## config.mk

```make
export PLATFORM = sky130hd
export DESIGN_NAME = core_wrapper
export DESIGN_NICKNAME = d
export VERILOG_FILES = /design/src/hdl/core_pkg.sv /design/src/hdl/core_bus_if.sv /design/src/hdl/tl_if.sv /design/src/hdl/mini_core.sv /design/src/hdl/bus_host_adapter.sv /design/src/hdl/tl_fifo.sv /design/src/hdl/core_wrapper.sv
export SDC_FILE = /design/constraint.sdc
export NUM_CORES = 1
export LEC_CHECK = 0
export BUFFER_PORTS_ARGS = -buffer_cell sky130_fd_sc_hd__clkbuf_2
export CAP_MARGIN = 10
export CORE_ASPECT_RATIO = 2
export CORE_MARGIN = 5
export CORE_UTILIZATION = 46
export DETAILED_ROUTE_END_ITERATION = 8
export PLACE_DENSITY = 0.67
export SYNTH_ARGS = -nofsm -noshare
export SYNTH_HDL_FRONTEND = slang
export SYNTH_HIERARCHICAL = 1
export SYNTH_SLANG_ARGS = --single-unit
```

## constraint.sdc

```tcl
create_clock -name clk_i -period 4.28 [get_ports clk_i]
set_input_delay 0 -clock clk_i [delete_from_list [all_inputs] [get_ports clk_i]]
set_output_delay 0 -clock clk_i [all_outputs]
set_load 0.005 [all_outputs]
```

## src/hdl/core_pkg.sv

```systemverilog
/* TL-UL channel structs and opcodes, core opcodes, crash dump struct
   and sizing constants for the core wrapper */
`default_nettype none

package core_pkg;

  // source ID width on both TL-UL ports
  localparam int unsigned SourceW = 3;

  // outstanding request limits per host adapter
  localparam int unsigned InstrMaxReqs = 2;
  localparam int unsigned DataMaxReqs  = 2;

  // pipeline FIFO depth, 0 gives a direct path
  localparam int unsigned FifoDepth = 2;

  // core register file size
  localparam int unsigned NumRegs = 4;

  // A channel opcodes, TL-UL encoding
  typedef enum logic [2:0] {
    PutFullData    = 3'h0,
    PutPartialData = 3'h1,
    Get            = 3'h4
  } tl_a_op_e;

  // D channel opcodes
  typedef enum logic [2:0] {
    AccessAck     = 3'h0,
    AccessAckData = 3'h1
  } tl_d_op_e;

  typedef struct packed {
    logic               a_valid;
    tl_a_op_e           a_opcode;
    logic [31:0]        a_address;
    logic [3:0]         a_mask;
    logic [31:0]        a_data;
    logic [SourceW-1:0] a_source;
    logic               d_ready;
  } tl_h2d_t;

  typedef struct packed {
    logic               d_valid;
    tl_d_op_e           d_opcode;
    logic [31:0]        d_data;
    logic [SourceW-1:0] d_source;
    logic               d_error;
    logic               a_ready;
  } tl_d2h_t;

  // instruction bits [31:28]
  typedef enum logic [3:0] {
    OpLoadImm = 4'h1,
    OpAdd     = 4'h2,
    OpLoad    = 4'h3,
    OpStore   = 4'h4,
    OpHalt    = 4'hf
  } core_op_e;

  typedef struct packed {
    logic [31:0] current_pc;
    logic [31:0] last_data_addr;
  } crash_dump_t;

endpackage

`default_nettype wire

```

## src/hdl/core_bus_if.sv

```systemverilog
/* req/gnt/rvalid memory bus between the core and a host adapter */
`default_nettype none

interface core_bus_if ();

  // request side, held stable until granted
  logic        req;
  logic [31:0] addr;
  logic        we;
  logic [3:0]  be;
  logic [31:0] wdata;

  // grant and in-order response
  logic        gnt;
  logic        rvalid;
  logic [31:0] rdata;
  logic        err;

  modport core (output req, addr, we, be, wdata, input gnt, rvalid, rdata, err);

  modport adapter (input req, addr, we, be, wdata, output gnt, rvalid, rdata, err);

endinterface

`default_nettype wire

```

## src/hdl/tl_if.sv

```systemverilog
/* TL-UL link carrying the host-to-device and device-to-host channel
   structs, with host and device views */
`default_nettype none

interface tl_if import core_pkg::*; ();

  // A channel plus d_ready
  tl_h2d_t h2d;

  // D channel plus a_ready
  tl_d2h_t d2h;

  // host issues A beats and accepts D beats
  modport host (output h2d, input d2h);

  // device accepts A beats and returns D beats
  modport device (input h2d, output d2h);

endinterface

`default_nettype wire

```

## src/hdl/mini_core.sv

```systemverilog
/* Sequential fetch/execute core with four registers, an instruction
   bus and a data bus, halt and crash dump on an error response */
`default_nettype none

module mini_core import core_pkg::*; (
  input  wire logic        clk_i,
  input  wire logic        reset_i,
  input  wire logic        fetch_enable_i,
  input  wire logic [31:0] boot_addr_i,
  core_bus_if.core         instr_bus,
  core_bus_if.core         data_bus,
  output crash_dump_t      crash_dump_o,
  output logic             core_sleep_o
);

  typedef enum logic [2:0] {
    StFetch,
    StWaitFetch,
    StExecute,
    StData,
    StWaitData,
    StHalted
  } state_e;

  state_e      state_q;
  logic [31:0] pc_q;
  logic [31:0] instr_q;
  logic [31:0] data_addr_q;
  logic        fetch_hold_q;
  logic [31:0] rf_q [NumRegs];

  core_op_e    op;
  logic [1:0]  rd;
  logic [1:0]  rs1;
  logic [1:0]  rs2;
  logic [31:0] imm;
  logic [31:0] mem_addr;
  logic        instr_req;

  // instruction fields
  assign op       = core_op_e'(instr_q[31:28]);
  assign rd       = instr_q[27:26];
  assign rs1      = instr_q[25:24];
  assign rs2      = instr_q[23:22];
  assign imm      = {16'h0000, instr_q[15:0]};
  assign mem_addr = rf_q[rs1] + imm;

  // once raised, a fetch request stays up until granted
  assign instr_req = (state_q == StFetch) & (fetch_enable_i | fetch_hold_q);

  assign instr_bus.req   = instr_req;
  assign instr_bus.addr  = pc_q;
  assign instr_bus.we    = 1'b0;
  assign instr_bus.be    = 4'hf;
  assign instr_bus.wdata = '0;

  // full-word accesses only, store data from rs2
  assign data_bus.req   = (state_q == StData);
  assign data_bus.addr  = data_addr_q;
  assign data_bus.we    = (op == OpStore);
  assign data_bus.be    = 4'hf;
  assign data_bus.wdata = rf_q[rs2];

  // pc and data address freeze once halted
  assign crash_dump_o = '{current_pc: pc_q, last_data_addr: data_addr_q};
  assign core_sleep_o = (state_q == StHalted);

  always_ff @(posedge clk_i) begin
    if (reset_i) begin
      state_q      <= StFetch;
      pc_q         <= boot_addr_i;
      data_addr_q  <= '0;
      fetch_hold_q <= 1'b0;
    end else begin
      fetch_hold_q <= instr_req & ~instr_bus.gnt;
      case (state_q)
        StFetch: begin
          if (instr_req && instr_bus.gnt) begin
            state_q <= StWaitFetch;
          end
        end
        StWaitFetch: begin
          if (instr_bus.rvalid) begin
            state_q <= instr_bus.err ? StHalted : StExecute;
          end
        end
        StExecute: begin
          case (op)
            OpLoadImm, OpAdd: begin
              pc_q    <= pc_q + 32'd4;
              state_q <= StFetch;
            end
            OpLoad, OpStore: begin
              data_addr_q <= mem_addr;
              state_q     <= StData;
            end
            // halt and unknown opcodes stop the core
            default: state_q <= StHalted;
          endcase
        end
        StData: begin
          if (data_bus.gnt) begin
            state_q <= StWaitData;
          end
        end
        StWaitData: begin
          if (data_bus.rvalid) begin
            if (data_bus.err) begin
              state_q <= StHalted;
            end else begin
              pc_q    <= pc_q + 32'd4;
              state_q <= StFetch;
            end
          end
        end
        default: state_q <= StHalted;
      endcase
    end
  end

  // instruction latch and register file writes
  always_ff @(posedge clk_i) begin
    if (state_q == StWaitFetch && instr_bus.rvalid) begin
      instr_q <= instr_bus.rdata;
    end
    if (state_q == StExecute && op == OpLoadImm) begin
      rf_q[rd] <= imm;
    end else if (state_q == StExecute && op == OpAdd) begin
      rf_q[rd] <= rf_q[rs1] + rf_q[rs2];
    end else if (state_q == StWaitData && data_bus.rvalid && !data_bus.err && op == OpLoad) begin
      rf_q[rd] <= data_bus.rdata;
    end
  end

endmodule

`default_nettype wire

```

## src/hdl/bus_host_adapter.sv

```systemverilog
/* Host adapter from a req/gnt/rvalid core bus to TL-UL A and D
   channels, with a limit on outstanding requests */
`default_nettype none

module bus_host_adapter import core_pkg::*; #(
  parameter int unsigned MaxReqs = 2
) (
  input  wire logic   clk_i,
  input  wire logic   reset_i,
  core_bus_if.adapter core_bus,
  tl_if.host          tl
);

  localparam int unsigned CntW = $clog2(MaxReqs + 1);
  localparam logic [CntW-1:0] MaxCnt = CntW'(MaxReqs);

  logic [CntW-1:0]    outstanding_q;
  logic [SourceW-1:0] source_q;
  logic               below_limit;
  logic               a_xfer;
  logic               d_xfer;
  tl_a_op_e           a_opcode;
  tl_h2d_t            h2d;

  assign below_limit = (outstanding_q < MaxCnt);

  // grant only when the A beat goes out this cycle
  assign core_bus.gnt = core_bus.req & tl.d2h.a_ready & below_limit;

  // partial mask on a write gives PutPartialData
  always_comb begin
    if (!core_bus.we) begin
      a_opcode = Get;
    end else if (core_bus.be == 4'hf) begin
      a_opcode = PutFullData;
    end else begin
      a_opcode = PutPartialData;
    end
  end

  always_comb begin
    h2d.a_valid   = core_bus.req & below_limit;
    h2d.a_opcode  = a_opcode;
    h2d.a_address = core_bus.addr;
    h2d.a_mask    = core_bus.we ? core_bus.be : 4'hf;
    h2d.a_data    = core_bus.wdata;
    h2d.a_source  = source_q;
    // responses are never back-pressured
    h2d.d_ready   = 1'b1;
  end

  assign tl.h2d = h2d;

  assign a_xfer = h2d.a_valid & tl.d2h.a_ready;
  assign d_xfer = tl.d2h.d_valid & h2d.d_ready;

  // D beat goes straight back to the core
  assign core_bus.rvalid = tl.d2h.d_valid;
  assign core_bus.rdata  = tl.d2h.d_data;
  assign core_bus.err    = tl.d2h.d_error;

  always_ff @(posedge clk_i) begin
    if (reset_i) begin
      outstanding_q <= '0;
      source_q      <= '0;
    end else begin
      case ({a_xfer, d_xfer})
        2'b10:   outstanding_q <= outstanding_q + 1'b1;
        2'b01:   outstanding_q <= outstanding_q - 1'b1;
        default: outstanding_q <= outstanding_q;
      endcase
      // wrapping source ID
      if (a_xfer) begin
        source_q <= source_q + 1'b1;
      end
    end
  end

endmodule

`default_nettype wire

```

## src/hdl/tl_fifo.sv

```systemverilog
/* TL-UL pipeline FIFO with one queue for A beats and one for D beats,
   a direct path when Depth is zero */
`default_nettype none

module tl_fifo import core_pkg::*; #(
  parameter int unsigned Depth = 2
) (
  input  wire logic clk_i,
  input  wire logic reset_i,
  tl_if.device      host_side,
  tl_if.host        dev_side
);

  if (Depth == 0) begin : g_pass
    assign dev_side.h2d  = host_side.h2d;
    assign host_side.d2h = dev_side.d2h;
  end else begin : g_queue
    localparam int unsigned PtrW = (Depth > 1) ? $clog2(Depth) : 1;
    localparam logic [PtrW:0] Full = (PtrW + 1)'(Depth);

    tl_h2d_t       a_mem [Depth];
    tl_d2h_t       d_mem [Depth];
    logic [PtrW-1:0] a_wr_q, a_rd_q, d_wr_q, d_rd_q;
    logic [PtrW:0]   a_cnt_q, d_cnt_q;
    logic          a_push, a_pop, d_push, d_pop;
    tl_h2d_t       h2d_out;
    tl_d2h_t       d2h_out;

    function automatic logic [PtrW-1:0] step(input logic [PtrW-1:0] ptr);
      return (ptr == PtrW'(Depth - 1)) ? '0 : ptr + 1'b1;
    endfunction

    assign a_push = host_side.h2d.a_valid & (a_cnt_q != Full);
    assign a_pop  = (a_cnt_q != '0) & dev_side.d2h.a_ready;
    assign d_push = dev_side.d2h.d_valid & (d_cnt_q != Full);
    assign d_pop  = (d_cnt_q != '0) & host_side.h2d.d_ready;

    // head entries out, ready means free space
    always_comb begin
      h2d_out         = a_mem[a_rd_q];
      h2d_out.a_valid = (a_cnt_q != '0);
      h2d_out.d_ready = (d_cnt_q != Full);
      d2h_out         = d_mem[d_rd_q];
      d2h_out.d_valid = (d_cnt_q != '0);
      d2h_out.a_ready = (a_cnt_q != Full);
    end

    assign dev_side.h2d  = h2d_out;
    assign host_side.d2h = d2h_out;

    always_ff @(posedge clk_i) begin
      if (reset_i) begin
        a_wr_q  <= '0;
        a_rd_q  <= '0;
        a_cnt_q <= '0;
        d_wr_q  <= '0;
        d_rd_q  <= '0;
        d_cnt_q <= '0;
      end else begin
        if (a_push) a_wr_q <= step(a_wr_q);
        if (a_pop)  a_rd_q <= step(a_rd_q);
        if (d_push) d_wr_q <= step(d_wr_q);
        if (d_pop)  d_rd_q <= step(d_rd_q);
        a_cnt_q <= a_cnt_q + (PtrW + 1)'(a_push) - (PtrW + 1)'(a_pop);
        d_cnt_q <= d_cnt_q + (PtrW + 1)'(d_push) - (PtrW + 1)'(d_pop);
      end
    end

    always_ff @(posedge clk_i) begin
      if (a_push) a_mem[a_wr_q] <= host_side.h2d;
      if (d_push) d_mem[d_wr_q] <= dev_side.d2h;
    end
  end

endmodule

`default_nettype wire

```

## src/hdl/core_wrapper.sv

```systemverilog
/* Core wrapper with the core, an instruction and a data host adapter,
   and a pipeline FIFO in front of each TL-UL port */
`default_nettype none

module core_wrapper import core_pkg::*; (
  input  wire logic        clk_i,
  input  wire logic        reset_i,
  input  wire logic        fetch_enable_i,
  input  wire logic [31:0] boot_addr_i,

  // instruction port
  output tl_h2d_t          tl_i_o,
  input  wire tl_d2h_t     tl_i_i,

  // data port
  output tl_h2d_t          tl_d_o,
  input  wire tl_d2h_t     tl_d_i,

  output crash_dump_t      crash_dump_o,
  output logic             core_sleep_o
);

  core_bus_if instr_bus ();
  core_bus_if data_bus ();

  // adapter to FIFO, then FIFO to port
  tl_if tl_i_core ();
  tl_if tl_i_dev ();
  tl_if tl_d_core ();
  tl_if tl_d_dev ();

  mini_core u_core (
    .clk_i,
    .reset_i,
    .fetch_enable_i,
    .boot_addr_i,
    .instr_bus    (instr_bus),
    .data_bus     (data_bus),
    .crash_dump_o,
    .core_sleep_o
  );

  bus_host_adapter #(.MaxReqs(InstrMaxReqs)) u_adapter_i (
    .clk_i,
    .reset_i,
    .core_bus (instr_bus),
    .tl       (tl_i_core)
  );

  tl_fifo #(.Depth(FifoDepth)) u_fifo_i (
    .clk_i,
    .reset_i,
    .host_side (tl_i_core),
    .dev_side  (tl_i_dev)
  );

  bus_host_adapter #(.MaxReqs(DataMaxReqs)) u_adapter_d (
    .clk_i,
    .reset_i,
    .core_bus (data_bus),
    .tl       (tl_d_core)
  );

  tl_fifo #(.Depth(FifoDepth)) u_fifo_d (
    .clk_i,
    .reset_i,
    .host_side (tl_d_core),
    .dev_side  (tl_d_dev)
  );

  assign tl_i_o       = tl_i_dev.h2d;
  assign tl_i_dev.d2h = tl_i_i;
  assign tl_d_o       = tl_d_dev.h2d;
  assign tl_d_dev.d2h = tl_d_i;

endmodule

`default_nettype wire

```

Word-level counts from Yosys, hierarchy flattened
Memory sizes are Yosys's and may differ from the RTL's. A register that Yosys moved wholly into a read port is not among the register bits.
Cells that the tools add are included.
- $add $sub $neg: 25
- order comparisons: 2
- eq/ne operators: 24
- multiplexer cells: 53
- bitwise logic cells: 18
- reduce and logical (&&, ||, !) cells: 21
- operators with widths (kind ; count):
    32-bit 2-to-1 mux ; 6
    32-bit case mux with 2 select lines ; 1
    1-bit 2-to-1 mux ; 33
    32-bit by 16-bit adder with 32-bit output ; 1
    32-bit by 3-bit adder with 32-bit output (second input constant) ; 1
    32-bit adder ; 1
    3-bit 2-to-1 mux ; 7
    3-bit case mux with 5 select lines ; 1
    1-bit bitwise AND ; 14
    2-bit inequality test (second input constant) ; 6
    2-bit nonzero test ; 6
    1-bit adder (second input constant) ; 8
    2-bit by 1-bit adder with 2-bit output ; 4
    4-bit by 2-bit equality test with 1-bit output (second input constant) ; 2
    2-bit case mux with 2 select lines ; 2
    4-bit AND reduction ; 2
    2-bit by 1-bit subtractor with 2-bit output ; 4
    1-bit logical AND ; 7
    3-bit by 1-bit adder with 3-bit output (second input constant) ; 2
    3-bit by 2-bit equality test with 1-bit output (second input constant) ; 2
    3-bit equality test (second input constant) ; 2
    3-bit inequality test (second input constant) ; 2
    3-bit case mux with 2 select lines ; 1
    2-bit by 1-bit adder with 2-bit output (second input constant) ; 2
    17 further kinds ; 26
- register bits: 126
- bits in writable memories: 506
- memories kept: 5
- memories (memory ; depth ; width ; read ports ; clocked after memory_dff ; write ports ; line ; source):
    u_fifo_d.g_queue.a_mem ; 2 ; 71 ; 1 ; 1 ; 1 ; tl_fifo.sv:21 ; tl_h2d_t a_mem [Depth];
    u_core.rf_q ; 4 ; 32 ; 2 ; 2 ; 1 ; mini_core.sv:30 ; logic [31:0] rf_q [NumRegs];
    u_fifo_d.g_queue.d_mem ; 2 ; 41 ; 1 ; 1 ; 1 ; tl_fifo.sv:22 ; tl_d2h_t d_mem [Depth];
    u_fifo_i.g_queue.d_mem ; 2 ; 41 ; 1 ; 1 ; 1 ; tl_fifo.sv:22 ;
    u_fifo_i.g_queue.a_mem ; 2 ; 36 ; 1 ; 1 ; 1 ; tl_fifo.sv:21 ;

Longest topological paths before layout
- word-level depth: 9
- depth in mapped cells: 16
- gate-level depth less buffers: 12

Hierarchy
The synthesis kept the hierarchy.
- modules (own cells, without submodules) (module ; times used ; cells each ; area each (um^2) ; seq. area each (um^2)):
    tl_fifo ; 2 ; 410 ; 8660.8 ; 6986.7
    mini_core ; 1 ; 1208 ; 13565.5 ; 6386.1
    bus_host_adapter ; 2 ; 131 ; 1023.5 ; 100.1

Worst setup path before layout
OpenSTA, ideal clock, no wires.
- path kind: reg2reg
- from: register with a tool-made name
- to: memory u_core.rf_q[0][0] (enable)
- setup time: 0.468 ns
- arrival time: 4.217 ns
- data required time: 3.812 ns
- slack: -0.405 ns
- stages on the path, launching flop included: 10
- clock period less this slack: 4.685 ns
- cells stage by stage: dfxtp_1 -> buf_2 -> mux2_1 -> buf_4 -> nor2_1 -> and3_1 -> and4_1 -> clkbuf_1 -> or2_2 -> nor3b_1
- RTL lines (element ; line):
    end: declaration ; mini_core.sv:30

==> flow_summary.json <==
{
  "outcome": "complete, no violations",
  "portBuffers": 315,
  "ctsLongestPathBuffers": 3,
  "clk-insertion-delay-late_ps": 610,
  "initial_antenna_violation_count": 0,
  "grt_start_max_net_pins": 75,
  "grt_use_met1_pct": 24.1,
  "worst_setup_hold_path_clk_slew_ps": 60,
  "viasPerCell": 5.22,
  "routed_wire_length_per_instance_um": 19.2,
  "die_w_um": 195,
  "yosys_warnings": 6,
  "hold_class": "in -> reg",
  "io-pin-count": 334,
  "timing.final.hold_violations": 0,
  "final-max-slew-violation-count": 0,
  "worst-setup-path-type": "reg -> reg",
  "clock-root-buffer": "clkbuf_16",
  "unrepaired_setup_endpoints_after_global_routing": "no",
  "dpl.hpwl_mm": 45.0,
  "route.antenna.remaining_nets": 0,
  "timing.critical_path.max_delay_family": "compound AO/OA/AOI/OAI gates",
  "power-per-cell-area_nw_per_um2": 543,
  "dr.first_iter.drc_count": 1071,
  "grt_pass1_wl_mm": 99.5,
  "vdd.ir_drop.worst_mv": 0.396,
  "routability_cong": 0.914,
  "fmaxAchievable_ghz": 0.257,
  "timing.final.setup_violations": 0,
  "drv.max_cap_violation_count": 0,
  "finalWorstPathRequiredPeriod_ps": 3890,
  "vias": 17500,
  "worst_ep_required_time_ps": 4630,
  "globalRoute.totalOverflow": 0,
  "cp-end-kind": "flip-flop",
  "clock_sink_count": 672,
  "layout_worst_path_cycle_share_pct": 90.9,
  "drt_drc_violations_left": 0,
  "antenna-diode-count": 0,
  "number_of_cells_produced_by_synthesis": 2230,
  "tritoncts": "yes",
  "floorplan.initialDensity_pct": 46.2,
  "tns_ps": 0,
  "cts_setup_buffers": 0,
  "crit_path_max_fanout": 24,
  "slew_margin_rel_pct": 27.3,
  "number_of_global_route_vias_before_repair": 17400,
  "leakagePower_nw": 12.6,
  "crit_path_cell_trace": "buf_12 > mux4_2 > ha_1 > a21oi_1 > nor3_1 > a311oi_1 > a31oi_1 > buf_4 > o21bai_1 > a211oi_1 > o21a_1 > o31ai_1",
  "fin_worst_skew_ps": 17.8,
  "drt-pass1-iter-count": 5,
  "use_met2_pct": 26.9,
  "die_height_um": 381,
  "die_area_um2": 74400,
  "routed_wl_mm": 64.3,
  "htree_num_levels": 2,
  "area_growth_syn_to_layout_pct": 11.9,
  "timing_worst_slew_pin_value_ps": 1090,
  "netlist_area_um2": 31600,
  "crit_path_start_kind": "flip-flop",
  "post_route_cells_drive_above_1_share_pct": 23.1,
  "timing.critical_path.slowest_cell_delay_ps": 580,
  "path_buf_inv": 2,
  "core_area_um2": 68400,
  "track_usage_pct": 16.8,
  "gr-usage-met3_pct": 2.64,
  "tritoncts.num_buffers": 59,
  "synth.avg_cell_area_um2": 14.2,
  "num_rows": 136,
  "nets": 2581,
  "cp.arrival_ps": 4240,
  "cpMaxStageDelayCell": "mux4_2",
  "top_usage_layer": "met2",
  "hold_ws_ps": 120
}
[worst paths after layout]
path                                              to  slack [ps]                          from  depth (start not counted)
max                     u_core/rf_q[0][29]$_DFFE_PP_         390                     flip-flop                         12
min          u_fifo_i/g_queue.d_mem[1][13]$_DFFE_PP_         120                    tl_i_i[13]                          2
max reg2reg             u_core/rf_q[0][29]$_DFFE_PP_         390                     flip-flop                         12
min reg2reg                                flip-flop         480  u_core/instr_q[22]$_DFFE_PP_                          1
[placed cells by master (no fill, tap or decap), types with 25 or more instances in the layout]
master           n
a21oi_1         82
nand2_1        144
nor2_1          85
ha_1            56
clkbuf_16       66
inv_1           25
dfxtp_1         66
mux4_2          64
o21ai_0         84
dlygate4sd3_1   99
conb_1          45
buf_4           41
xnor2_1         39
mux2_1         210
xor2_1          50
clkbuf_2       314
edfxtp_1       602
[worst reg2reg max path, cell delays in order (launching register included)]
cell      delay, ps
dfxtp_2         340
buf_12          230
mux4_2          590
ha_1            310
a21oi_1         260
nor3_1          100
a311oi_1        440
a31oi_1         140
buf_4           180
o21bai_1        280
a211oi_1        150
o21a_1          190
o31ai_1         430
[power by group]
part	leakage, nW	switching [mW]	internal [mW]	total, mW
Combinational	5.54	2.77	2.16	4.93
Clock	1.06	2.32	3.30	5.63
Sequential	6.03	0.435	8.21	8.65
Total	12.6	5.53	13.7	19.2
[repair_timing]
item | 4_1_cts | 5_1_grt
endpoints found under the hold margin | 201 | 0
setup endpoints to repair | 0 | 0
hold buffers | 99 | 0
gates resized for setup | 0 | 0
[sequential cells by signal (all words and copies together) (netlist names), 3 cells and up, named ones only]
register / cells
u_fifo_d/g_queue.d_mem: 66
u_fifo_d/g_queue.a_mem: 148
u_adapter_i/source_q: 3
u_fifo_i/g_queue.a_mem: 148
u_core/state_q: 3
u_core/rf_q: 128
u_core/instr_bus.addr: 32
u_core/data_bus.addr: 32
u_fifo_i/g_queue.d_mem: 54
u_core/instr_q: 26
u_adapter_d/source_q: 3
[stage by stage]
step / cells / cell area, µm² / power, mW / util [%] / worst slack [ps]
after floorplan: 2269 / 31800 / 12.3 / - / 128
after global routing: 3354 / 35400 / 20.2 / 51.7 / 182
after global placement: 3143 / 32200 / 13.6 / 47.1 / 543
final: 3354 / 35400 / 19.2 / 51.7 / 388
after detailed placement: 3143 / 32200 / 13.6 / 47.1 / 408
after CTS: 3354 / 35400 / 19.4 / 51.7 / 412
[cell type report]
class,count,area (µm²)
multi-input cells,1185,9530
clock buffers,86,1840
clock inverters,26,295
repair buffers,460,2990
fillers,5696,33000
flip-flops and latches,672,19500
inverters,28,105
well taps,897,1120
[layer usage]
metal / share of wire [%] / vias up
li1: - / 8315
met1: 44 / 8515
met2: 46 / 591
met3: 6.8 / 86
met4: 2.5 / 0
met5: 0 / -
Power figures use the tool's default switching activity.
